### src/div_ctrl_pkg.sv
package div_ctrl_pkg;

    typedef enum logic [1:0] {
        cmd_idle,      // Ready for a client command
        cmd_hold_ack,  // Ack high, waiting for req to drop
        cmd_wait_drop, // Core took it, waiting for start_ack to drop
        cmd_hand_off   // start_req high towards the core
    } cmd_state_e;

    typedef enum logic [1:0] {
        core_idle,
        core_calc,
        core_present   // Result handshake to writeback
    } core_state_e;

    typedef enum logic [2:0] {
        wb_idle,
        wb_write_quot,
        wb_drop_quot,
        wb_write_mod,
        wb_drop_mod,
        wb_release     // res_ack high until res_req drops
    } wb_state_e;

endpackage

### src/div_geom_pkg.sv
package div_geom_pkg;

    // Operand and result width of the divider
    localparam int data_width = 32;

    // Register file depth, register 0 reads as zero
    localparam int num_regs = 32;

    // Selector into the register file
    localparam int reg_sel_width = $clog2(num_regs);

    // Bit position counter, counts down from data_width - 1
    localparam int pos_width = $clog2(data_width);

endpackage
### src/int_div_regfile_top.sv
`timescale 1ns/10ps

module int_div_regfile_top (
    input  logic                                clk,
    input  logic                                rst,
    input  logic                                cmd_req,
    output logic                                cmd_ack,
    input  logic [div_geom_pkg::data_width-1:0]    a,
    input  logic [div_geom_pkg::data_width-1:0]    b,
    input  logic [div_geom_pkg::reg_sel_width-1:0] quot_sel,
    input  logic [div_geom_pkg::reg_sel_width-1:0] mod_sel,
    output logic                                busy,
    input  logic [div_geom_pkg::reg_sel_width-1:0] rd_sel,
    output logic [div_geom_pkg::data_width-1:0]    rd_data
);
    import div_geom_pkg::*;

    // Command port to core
    logic                     start_req, start_ack;
    logic [data_width-1:0]    op_a, op_b;
    logic [reg_sel_width-1:0] op_quot_sel, op_mod_sel;

    // Core to writeback
    logic                     res_req, res_ack;
    logic [data_width-1:0]    res_quot, res_rem;
    logic [reg_sel_width-1:0] res_quot_sel, res_mod_sel;

    // Writeback to register file
    logic                     rf_wr_req, rf_wr_ack;
    logic [reg_sel_width-1:0] rf_wr_sel;
    logic [data_width-1:0]    rf_wr_data;

    logic core_busy, wb_busy;

    div_cmd_port div_cmd_port_inst (
        .clk(clk), .rst(rst), .cmd_req(cmd_req), .cmd_ack(cmd_ack),
        .a(a), .b(b), .quot_sel(quot_sel), .mod_sel(mod_sel),
        .start_req(start_req), .start_ack(start_ack), .op_a(op_a), .op_b(op_b),
        .op_quot_sel(op_quot_sel), .op_mod_sel(op_mod_sel),
        .core_busy(core_busy), .wb_busy(wb_busy), .busy(busy)
    );

    int_div_core int_div_core_inst (
        .clk(clk), .rst(rst), .start_req(start_req), .start_ack(start_ack),
        .op_a(op_a), .op_b(op_b), .op_quot_sel(op_quot_sel), .op_mod_sel(op_mod_sel),
        .res_req(res_req), .res_ack(res_ack), .res_quot(res_quot), .res_rem(res_rem),
        .res_quot_sel(res_quot_sel), .res_mod_sel(res_mod_sel), .core_busy(core_busy)
    );

    div_writeback div_writeback_inst (
        .clk(clk), .rst(rst), .res_req(res_req), .res_ack(res_ack),
        .res_quot(res_quot), .res_rem(res_rem),
        .res_quot_sel(res_quot_sel), .res_mod_sel(res_mod_sel),
        .rf_wr_req(rf_wr_req), .rf_wr_ack(rf_wr_ack), .rf_wr_sel(rf_wr_sel),
        .rf_wr_data(rf_wr_data), .wb_busy(wb_busy)
    );

    reg_file reg_file_inst (
        .clk(clk), .rst(rst), .rf_wr_req(rf_wr_req), .rf_wr_ack(rf_wr_ack),
        .rf_wr_sel(rf_wr_sel), .rf_wr_data(rf_wr_data),
        .rd_sel(rd_sel), .rd_data(rd_data)
    );

endmodule

### src/reg_file.sv
`timescale 1ns/10ps

module reg_file (
    input  logic                                clk,
    input  logic                                rst,
    input  logic                                rf_wr_req,
    output logic                                rf_wr_ack,
    input  logic [div_geom_pkg::reg_sel_width-1:0] rf_wr_sel,
    input  logic [div_geom_pkg::data_width-1:0]    rf_wr_data,
    input  logic [div_geom_pkg::reg_sel_width-1:0] rd_sel,
    output logic [div_geom_pkg::data_width-1:0]    rd_data
);
    import div_geom_pkg::*;

    logic [data_width-1:0] regs [num_regs];

    always_ff @(posedge clk or posedge rst) begin
        if (rst) begin
            rf_wr_ack <= 1'b0;
            for (int i = 0; i < num_regs; i++) begin
                regs[i] <= '0;
            end
        end else begin
            if (rf_wr_req && !rf_wr_ack) begin
                rf_wr_ack <= 1'b1;
                if (rf_wr_sel != '0) regs[rf_wr_sel] <= rf_wr_data;  // x0 stays zero
            end else if (!rf_wr_req && rf_wr_ack) begin
                rf_wr_ack <= 1'b0;
            end
        end
    end

    // Observation port, no latency
    assign rd_data = regs[rd_sel];

    // New write only after the previous ack has dropped
    a_wr_req_rise: assert property (@(posedge clk) disable iff (rst)
        $rose(rf_wr_req) |-> !rf_wr_ack)
        else $error("rf_wr_req rose while rf_wr_ack still high");

endmodule

### src/div_writeback.sv
`timescale 1ns/10ps

module div_writeback (
    input  logic                                clk,
    input  logic                                rst,
    input  logic                                res_req,
    output logic                                res_ack,
    input  logic [div_geom_pkg::data_width-1:0]    res_quot,
    input  logic [div_geom_pkg::data_width-1:0]    res_rem,
    input  logic [div_geom_pkg::reg_sel_width-1:0] res_quot_sel,
    input  logic [div_geom_pkg::reg_sel_width-1:0] res_mod_sel,
    output logic                                rf_wr_req,
    input  logic                                rf_wr_ack,
    output logic [div_geom_pkg::reg_sel_width-1:0] rf_wr_sel,
    output logic [div_geom_pkg::data_width-1:0]    rf_wr_data,
    output logic                                wb_busy
);
    import div_geom_pkg::*;
    import div_ctrl_pkg::*;

    wb_state_e              state;
    logic [data_width-1:0]  quot_q;
    logic [data_width-1:0]  rem_q;
    logic [reg_sel_width-1:0] quot_sel_q;
    logic [reg_sel_width-1:0] mod_sel_q;
    logic                   on_mod;

    assign res_ack    = (state == wb_release);
    assign rf_wr_req  = (state == wb_write_quot) || (state == wb_write_mod);
    assign on_mod     = (state == wb_write_mod) || (state == wb_drop_mod);
    assign rf_wr_sel  = on_mod ? mod_sel_q : quot_sel_q;
    assign rf_wr_data = on_mod ? rem_q : quot_q;
    assign wb_busy    = (state != wb_idle);

    always_ff @(posedge clk or posedge rst) begin
        if (rst) begin
            state <= wb_idle;
        end else begin
            case (state)
                wb_idle: if (res_req) state <= wb_release;
                wb_release: begin
                    // Core is free once res_req drops; zero selectors are skipped
                    if (!res_req) begin
                        if (quot_sel_q != '0) state <= wb_write_quot;
                        else if (mod_sel_q != '0) state <= wb_write_mod;
                        else state <= wb_idle;
                    end
                end
                wb_write_quot: if (rf_wr_ack) state <= wb_drop_quot;
                wb_drop_quot: begin
                    if (!rf_wr_ack) state <= (mod_sel_q != '0) ? wb_write_mod : wb_idle;
                end
                wb_write_mod:  if (rf_wr_ack) state <= wb_drop_mod;
                wb_drop_mod:   if (!rf_wr_ack) state <= wb_idle;
                default:       state <= wb_idle;
            endcase
        end
    end

    always_ff @(posedge clk) begin
        if (state == wb_idle && res_req) begin
            quot_q     <= res_quot;
            rem_q      <= res_rem;
            quot_sel_q <= res_quot_sel;
            mod_sel_q  <= res_mod_sel;
        end
    end

    // Register 0 writes never reach the register file
    a_sel_nonzero: assert property (@(posedge clk) disable iff (rst)
        rf_wr_req |-> rf_wr_sel != '0)
        else $error("Write request to register 0");

endmodule

### src/int_div_core.sv
`timescale 1ns/10ps

module int_div_core (
    input  logic                                clk,
    input  logic                                rst,
    input  logic                                start_req,
    output logic                                start_ack,
    input  logic [div_geom_pkg::data_width-1:0]    op_a,
    input  logic [div_geom_pkg::data_width-1:0]    op_b,
    input  logic [div_geom_pkg::reg_sel_width-1:0] op_quot_sel,
    input  logic [div_geom_pkg::reg_sel_width-1:0] op_mod_sel,
    output logic                                res_req,
    input  logic                                res_ack,
    output logic [div_geom_pkg::data_width-1:0]    res_quot,
    output logic [div_geom_pkg::data_width-1:0]    res_rem,
    output logic [div_geom_pkg::reg_sel_width-1:0] res_quot_sel,
    output logic [div_geom_pkg::reg_sel_width-1:0] res_mod_sel,
    output logic                                core_busy
);
    import div_geom_pkg::*;
    import div_ctrl_pkg::*;

    core_state_e             state;
    logic [pos_width-1:0]    pos;
    logic [data_width-1:0]   divisor;
    logic [2*data_width-1:0] shifted;
    logic                    fits;
    logic                    take;

    // Divisor aligned to the current quotient bit
    assign shifted   = {{data_width{1'b0}}, divisor} << pos;
    assign fits      = shifted <= {{data_width{1'b0}}, res_rem};  // >= so exact multiples work
    assign take      = (state == core_idle) && start_req && !start_ack;
    assign core_busy = (state != core_idle);

    always_ff @(posedge clk or posedge rst) begin
        if (rst) begin
            state     <= core_idle;
            pos       <= '0;
            start_ack <= 1'b0;
            res_req   <= 1'b0;
        end else begin
            if (start_ack && !start_req) start_ack <= 1'b0;  // Finish the start handshake
            case (state)
                core_idle: begin
                    if (take) begin
                        start_ack <= 1'b1;
                        pos       <= pos_width'(data_width - 1);
                        state     <= core_calc;
                    end
                end
                core_calc: begin
                    if (pos == '0) begin
                        res_req <= 1'b1;
                        state   <= core_present;
                    end else begin
                        pos <= pos - 1'b1;
                    end
                end
                core_present: begin
                    if (res_req && res_ack) res_req <= 1'b0;
                    else if (!res_req && !res_ack) state <= core_idle;
                end
                default: state <= core_idle;
            endcase
        end
    end

    always_ff @(posedge clk) begin
        if (take) begin
            divisor      <= op_b;
            res_rem      <= op_a;
            res_quot     <= '0;
            res_quot_sel <= op_quot_sel;  // Selectors ride with the result
            res_mod_sel  <= op_mod_sel;
        end else if (state == core_calc && fits) begin
            res_rem       <= res_rem - shifted[data_width-1:0];
            res_quot[pos] <= 1'b1;
        end
    end

    a_ops_known: assert property (@(posedge clk) disable iff (rst)
        take |-> !$isunknown({op_a, op_b, op_quot_sel, op_mod_sel}))
        else $error("Unknown operands at capture");

    a_res_stable: assert property (@(posedge clk) disable iff (rst)
        res_req && !res_ack |=> $stable({res_quot, res_rem, res_quot_sel, res_mod_sel}))
        else $error("Result changed while res_req pending");

endmodule

### src/div_cmd_port.sv
`timescale 1ns/10ps

module div_cmd_port (
    input  logic                                clk,
    input  logic                                rst,
    input  logic                                cmd_req,
    output logic                                cmd_ack,
    input  logic [div_geom_pkg::data_width-1:0]    a,
    input  logic [div_geom_pkg::data_width-1:0]    b,
    input  logic [div_geom_pkg::reg_sel_width-1:0] quot_sel,
    input  logic [div_geom_pkg::reg_sel_width-1:0] mod_sel,
    output logic                                start_req,
    input  logic                                start_ack,
    output logic [div_geom_pkg::data_width-1:0]    op_a,
    output logic [div_geom_pkg::data_width-1:0]    op_b,
    output logic [div_geom_pkg::reg_sel_width-1:0] op_quot_sel,
    output logic [div_geom_pkg::reg_sel_width-1:0] op_mod_sel,
    input  logic                                core_busy,
    input  logic                                wb_busy,
    output logic                                busy
);
    import div_ctrl_pkg::*;

    cmd_state_e state;
    logic       pending;
    logic       take;

    assign take      = (state == cmd_idle) && cmd_req;
    assign cmd_ack   = (state == cmd_hold_ack);
    assign start_req = (state == cmd_hand_off);
    assign pending   = (state != cmd_idle);  // One command buffered here
    assign busy      = pending || core_busy || wb_busy;

    always_ff @(posedge clk or posedge rst) begin
        if (rst) begin
            state <= cmd_idle;
        end else begin
            case (state)
                cmd_idle:      if (cmd_req) state <= cmd_hold_ack;
                cmd_hold_ack:  if (!cmd_req) state <= cmd_hand_off;
                cmd_hand_off:  if (start_ack) state <= cmd_wait_drop;
                cmd_wait_drop: if (!start_ack) state <= cmd_idle;
                default:       state <= cmd_idle;
            endcase
        end
    end

    // Operands stay put until the core has them
    always_ff @(posedge clk) begin
        if (take) begin
            op_a        <= a;
            op_b        <= b;
            op_quot_sel <= quot_sel;
            op_mod_sel  <= mod_sel;
        end
    end

    // Client must hold req until it gets an ack
    a_cmd_req_held: assert property (@(posedge clk) disable iff (rst)
        cmd_req && !cmd_ack |=> cmd_req)
        else $error("cmd_req dropped before cmd_ack rose");

endmodule

### config.mk
export PLATFORM = sky130hd
export DESIGN_NAME = int_div_regfile_top
export DESIGN_NICKNAME = d
export VERILOG_FILES = /design/src/div_ctrl_pkg.sv /design/src/div_geom_pkg.sv /design/src/int_div_regfile_top.sv /design/src/reg_file.sv /design/src/div_writeback.sv /design/src/int_div_core.sv /design/src/div_cmd_port.sv
export SDC_FILE = /design/constraint.sdc
export NUM_CORES = 2
export LEC_CHECK = 0
export BUFFER_PORTS_ARGS = -buffer_cell sky130_fd_sc_hd__clkbuf_2
export CAP_MARGIN = 40
export CELL_PAD_IN_SITES_DETAIL_PLACEMENT = 1
export CELL_PAD_IN_SITES_GLOBAL_PLACEMENT = 2
export CORE_MARGIN = 2
export CORE_UTILIZATION = 47
export CTS_CLUSTER_SIZE = 20
export DETAILED_ROUTE_END_ITERATION = 7
export HOLD_SLACK_MARGIN = 0.08
export PLACE_DENSITY = 0.88
export SYNTH_ARGS = -nofsm -noshare
export SYNTH_HDL_FRONTEND = slang
export SYNTH_SLANG_ARGS = --single-unit
### constraint.sdc
create_clock -name clk -period 56.8 [get_ports clk]
set_input_delay 8.52 -clock clk [delete_from_list [all_inputs] [get_ports clk]]
set_output_delay 8.52 -clock clk [all_outputs]
set_load 0.01 [all_outputs]
==> tab_implementation.tex <==
\begin{tabular}{lr}
\hline
Metric & Value \\
\hline
\multicolumn{2}{l}{\textbf{Yosys}} \\
\quad Mapped Cells & 4,970 \\
\quad Flip-flop and latch count after synthesis & 1,293 \\
\quad Proportion of netlist area held by the largest area contributor & 0.452 \\
\quad Most area-consuming cells after synthesis & dfrtp\_1, mux4\_2, edfxtp\_1 \\
\quad Most frequent cells after synthesis & dfrtp\_1, a21oi\_1, nor2\_1, nand2\_1, o21ai\_0 \\
\quad Area leader, netlist & dfrtp\_1 \\
\quad Async set-or-reset flop fraction in the synthesized netlist & 0.804 \\
\quad Synthesized area divided by synthesized cell count & 11.6 um2 \\
\quad Most used flip-flop cell after synthesis & dfrtp\_1 \\
\quad EDFF count, synth & 222 \\
\quad Netlist area before placement & 0.0575 mm2 \\
\quad Synthesized Nets & 5,121 \\
\quad Count of yosys warnings during synthesis & 0 \\
\quad Unique cell type count in the Yosys netlist & 76 \\
\quad Portion of the post-synthesis area used by sequential elements & 0.579 \\
\quad Most common cell in the synthesized netlist & dfrtp\_1 \\
\multicolumn{2}{l}{\textbf{Finish}} \\
\quad Final instance area & 0.0651 mm2 \\
\quad Fraction of final layout cells sized beyond drive strength 1 & 0.187 \\
\quad Final standard cell count with taps included and fillers excluded & 6,641 \\
\quad Area growth from synthesis to layout & 13.2\% \\
\quad Flip-flop and latch area & 0.0333 mm2 \\
\quad Net count reported at finish & 5,060 \\
\quad Share of the core filled with cells in the final layout & 0.535 \\
\quad Fillers & 12,335 \\
\quad Multi-input logic area & 0.0225 mm2 \\
\multicolumn{2}{l}{\textbf{CTS}} \\
\quad Number of buffers added by the clock tree synthesis step & 140 \\
\quad Insertion delay to the later sink of the worst-skew pair & 0.77 ns \\
\quad Maximum level of the CTS H-tree & 4 \\
\quad Hold Buf Count CTS & 0 \\
\quad Max Root-Sink Buffers & 3 \\
\quad Cells resized by post-CTS repair & 0 \\
\quad Setup Fix Bufs, Post-CTS & 0 \\
\quad CTS Root Cell & clkbuf\_16 \\
\quad Post-CTS clock slew at the launch and capture registers of the worst setup and hold paths & 0.06 ns \\
\quad Number of sinks on the clock net & 1,293 \\
\quad Clock tree from TritonCTS & yes \\
\multicolumn{2}{l}{\textbf{Placed design}} \\
\quad Total instance count after detailed placement & 6,392 \\
\quad HPWL reported at the end of detailed placement & 106,000 um \\
\quad Final weighted congestion of routability-driven global placement & 0.835 \\
\quad Post-detailed-placement cell area & 0.0605 mm2 \\
\quad Total of buffers placed on input and output ports & 115 \\
\quad Setup Slack @ Placement & 36.68 ns \\
\multicolumn{2}{l}{\textbf{Outcome}} \\
\quad Run status & completed \\
\multicolumn{2}{l}{\textbf{Setup path}} \\
\quad Critical Setup Path Class & input port to output port \\
\quad Capturing element type of the critical path & output port \\
\quad Crit path max-delay cell type & buf\_12 \\
\quad Critical Path Source Type & input port \\
\quad Required time at the endpoint of the critical path & 48.28 ns \\
\quad Top cell by count, worst path & mux4\_2 \\
\quad Largest stage delay on the critical path & 0.65 ns \\
\quad Ordered cell list for the critical path & buf\_8 -> buf\_12 -> mux4\_2 -> mux4\_2 -> mux2\_2 -> clkbuf\_2 \\
\quad Peak fanout along the critical path & 112 \\
\quad Data arrival at the endpoint of the critical path & 11.61 ns \\
\multicolumn{2}{l}{\textbf{Floorplan}} \\
\quad Die Outline Area & 0.125 mm2 \\
\quad Number of standard-cell rows in the floorplan & 128 \\
\quad Total core area & 0.122 mm2 \\
\quad Ports placed on the boundary & 116 \\
\quad Die Wd & 354 um \\
\quad DIE HEIGHT & 354 um \\
\quad Initial Utilization & 0.473 \\
\multicolumn{2}{l}{\textbf{Global route}} \\
\quad GRT Total Usage & 0.282 \\
\quad Antenna violations before repair & 2 \\
\quad Largest net degree at the start of global routing & 153 \\
\quad Global-route wire length before repair & 267,000 um \\
\quad Number of global-route vias before repair & 43,251 \\
\quad Remaining global-route overflow & 0 \\
\multicolumn{2}{l}{\textbf{Detailed routing}} \\
\quad Residual DRC count & 0 \\
\quad Detail-routed net length per standard cell & 26.0 um \\
\quad Number of antenna-violating nets in the routed design & 0 \\
\quad Vias/cell & 6.02 \\
\quad Wire length after detailed routing & 173,000 um \\
\quad Count of vias placed by the detailed router & 39,978 \\
\quad First-iteration detailed-routing DRC count & 3,389 \\
\quad TritonRoute pass-1 iters & 5 \\
\multicolumn{2}{l}{\textbf{STA}} \\
\quad Shortest period the worst path allows & 20.13 ns \\
\quad Max Freq & 49.7 MHz \\
\quad Final number of hold-violating endpoints & 0 \\
\quad Unrepaired setup endpoints after global routing & no \\
\quad Final number of max-transition violations & 0 \\
\quad Fin worst setup slack & 36.67 ns \\
\quad Transition at the pin with the smallest max-transition slack & 1.07 ns \\
\quad Slew HR & 0.284 \\
\quad Share of the cycle needed by the critical path after routing & 0.354 \\
\quad Final total negative setup slack & 0 ns \\
\quad Post-Route Skew & 0.0242 ns \\
\quad Setup violations, final & 0 \\
\multicolumn{2}{l}{\textbf{Pwr}} \\
\quad Leakage power total & 28.0 nW \\
\quad Peak supply drop & 0.0455 mV \\
\quad Ratio of total power to cell area & 57.6 mW/mm2 \\
\multicolumn{2}{l}{\textbf{Job}} \\
\quad Max Cap Violations & 0 \\
\multicolumn{2}{l}{\textbf{Min path}} \\
\quad Class of the worst hold path & flop to flop \\
\hline
\end{tabular}
==> flip-flops by register name, summed over array words and instances (netlist names), 32 cells and up <==
register                    count
div_writeback_inst.rem_q       32
div_cmd_port_inst.op_a         32
reg_file_inst.regs           1024
div_cmd_port_inst.op_b         32
int_div_core_inst.res_rem      32
int_div_core_inst.divisor      32
div_writeback_inst.quot_q      32
int_div_core_inst.res_quot     32
==> logic make-up (layout without fill, tap and decap cells) <==
group	count (synthesis)	after routing	share of synthesized area
AOI/OAI and AO/OA	1257	1257	0.116
xor gates and xnor gates	27	27	0.00411
adders and majority gates	69	69	0.0151
buffers and inverters	531	576	0.0359
DFF	1293	1293	0.579
muxes	454	454	0.156
other	0	1	0
and+or+nand+nor	1339	1339	0.0939
==> metal layers <==
metal  track usage  part of all wire  vias up
met5             0                 0        -
met4         0.113             0.040        0
met3        0.0535             0.056      375
met2         0.471              0.49     1227
met1         0.363              0.41    20992
li1              -                 -    17384
==> worst max-delay path: cells and delay by family <==
kind	cells	cell delay (ns)
buffers and inverters	3	1.32
muxes	3	1.48
==> path summary, 6_finish.rpt <==
kind / start / to / slack (ns) / cells past startpoint
max in group asynchronous: rst / reg_file_inst.regs[213]$_DFFE_PP0P_ / 46.24 / 7
worst max-delay path: rd_sel[0] / rd_data[4] / 36.67 / 6
worst max register to register: int_div_core_inst.pos[1]$_DFFE_PP0P_ / int_div_core_inst.res_rem[18]$_DFFE_PP_ / 50.44 / 18
min in group asynchronous: rst / reg_file_inst.regs[193]$_DFFE_PP0P_ / 7.77 / 2
worst min register to register: reg_file_inst.regs[1007]$_DFFE_PP0P_ / reg_file_inst.regs[1007]$_DFFE_PP0P_ / 0.38 / 0
worst min-delay path: reg_file_inst.regs[1007]$_DFFE_PP0P_ / reg_file_inst.regs[1007]$_DFFE_PP0P_ / 0.38 / 0
==> stage by stage <==
stage	total power, mW	hold slack (ns)
6_report	3.75	0.376
5_1_grt	3.97	0.382
4_1_cts	3.76	0.376
3_5_place_dp	2.83	0.363
3_3_place_gp	2.73	0.360
2_1_floorplan	2.39	0.400
==> cells in the final DEF (no fill, tap or decap), types with 8 or more instances in the layout <==
cell / n
a211oi_1: 9
a21o_1: 17
a21oi_1: 695
a31oi_1: 11
a32o_1: 12
and2_1: 12
buf_12: 8
buf_16: 34
buf_4: 90
clkbuf_1: 37
clkbuf_16: 150
clkbuf_2: 111
clkbuf_8: 25
clkinv_2: 19
dfrtp_1: 1037
dfxtp_1: 32
edfxtp_1: 222
ha_1: 68
inv_1: 79
mux2_2: 40
mux2i_1: 32
mux2i_2: 25
mux4_2: 350
nand2_1: 492
nand2_2: 16
nand2b_1: 26
nand3_1: 13
nor2_1: 676
nor2_4: 20
nor2b_1: 12
nor3_1: 18
o21ai_0: 435
o21ai_1: 20
or2_2: 11
xnor2_1: 11
xor2_1: 16
==> final cells by class <==
cell class / count / area share
sequential: 1293 / 0.512
tap: 1625 / 0.0312
multi-input combinational: 3146 / 0.346
timing repair buffer: 246 / 0.0364
inverter: 82 / 0.00484
clock inverter: 36 / 0.00484
antenna: 1 / 0.0000384
clock buffer: 212 / 0.0651
==> report_power, final <==
| part | internal, mW | total, mW | switching, mW |
|---|---|---|---|
| Clock | 0.529 | 0.908 | 0.378 |
| Sequential | 1.32 | 1.54 | 0.223 |
| Combinational | 0.539 | 1.30 | 0.759 |
Power figures use the tool's default switching activity.
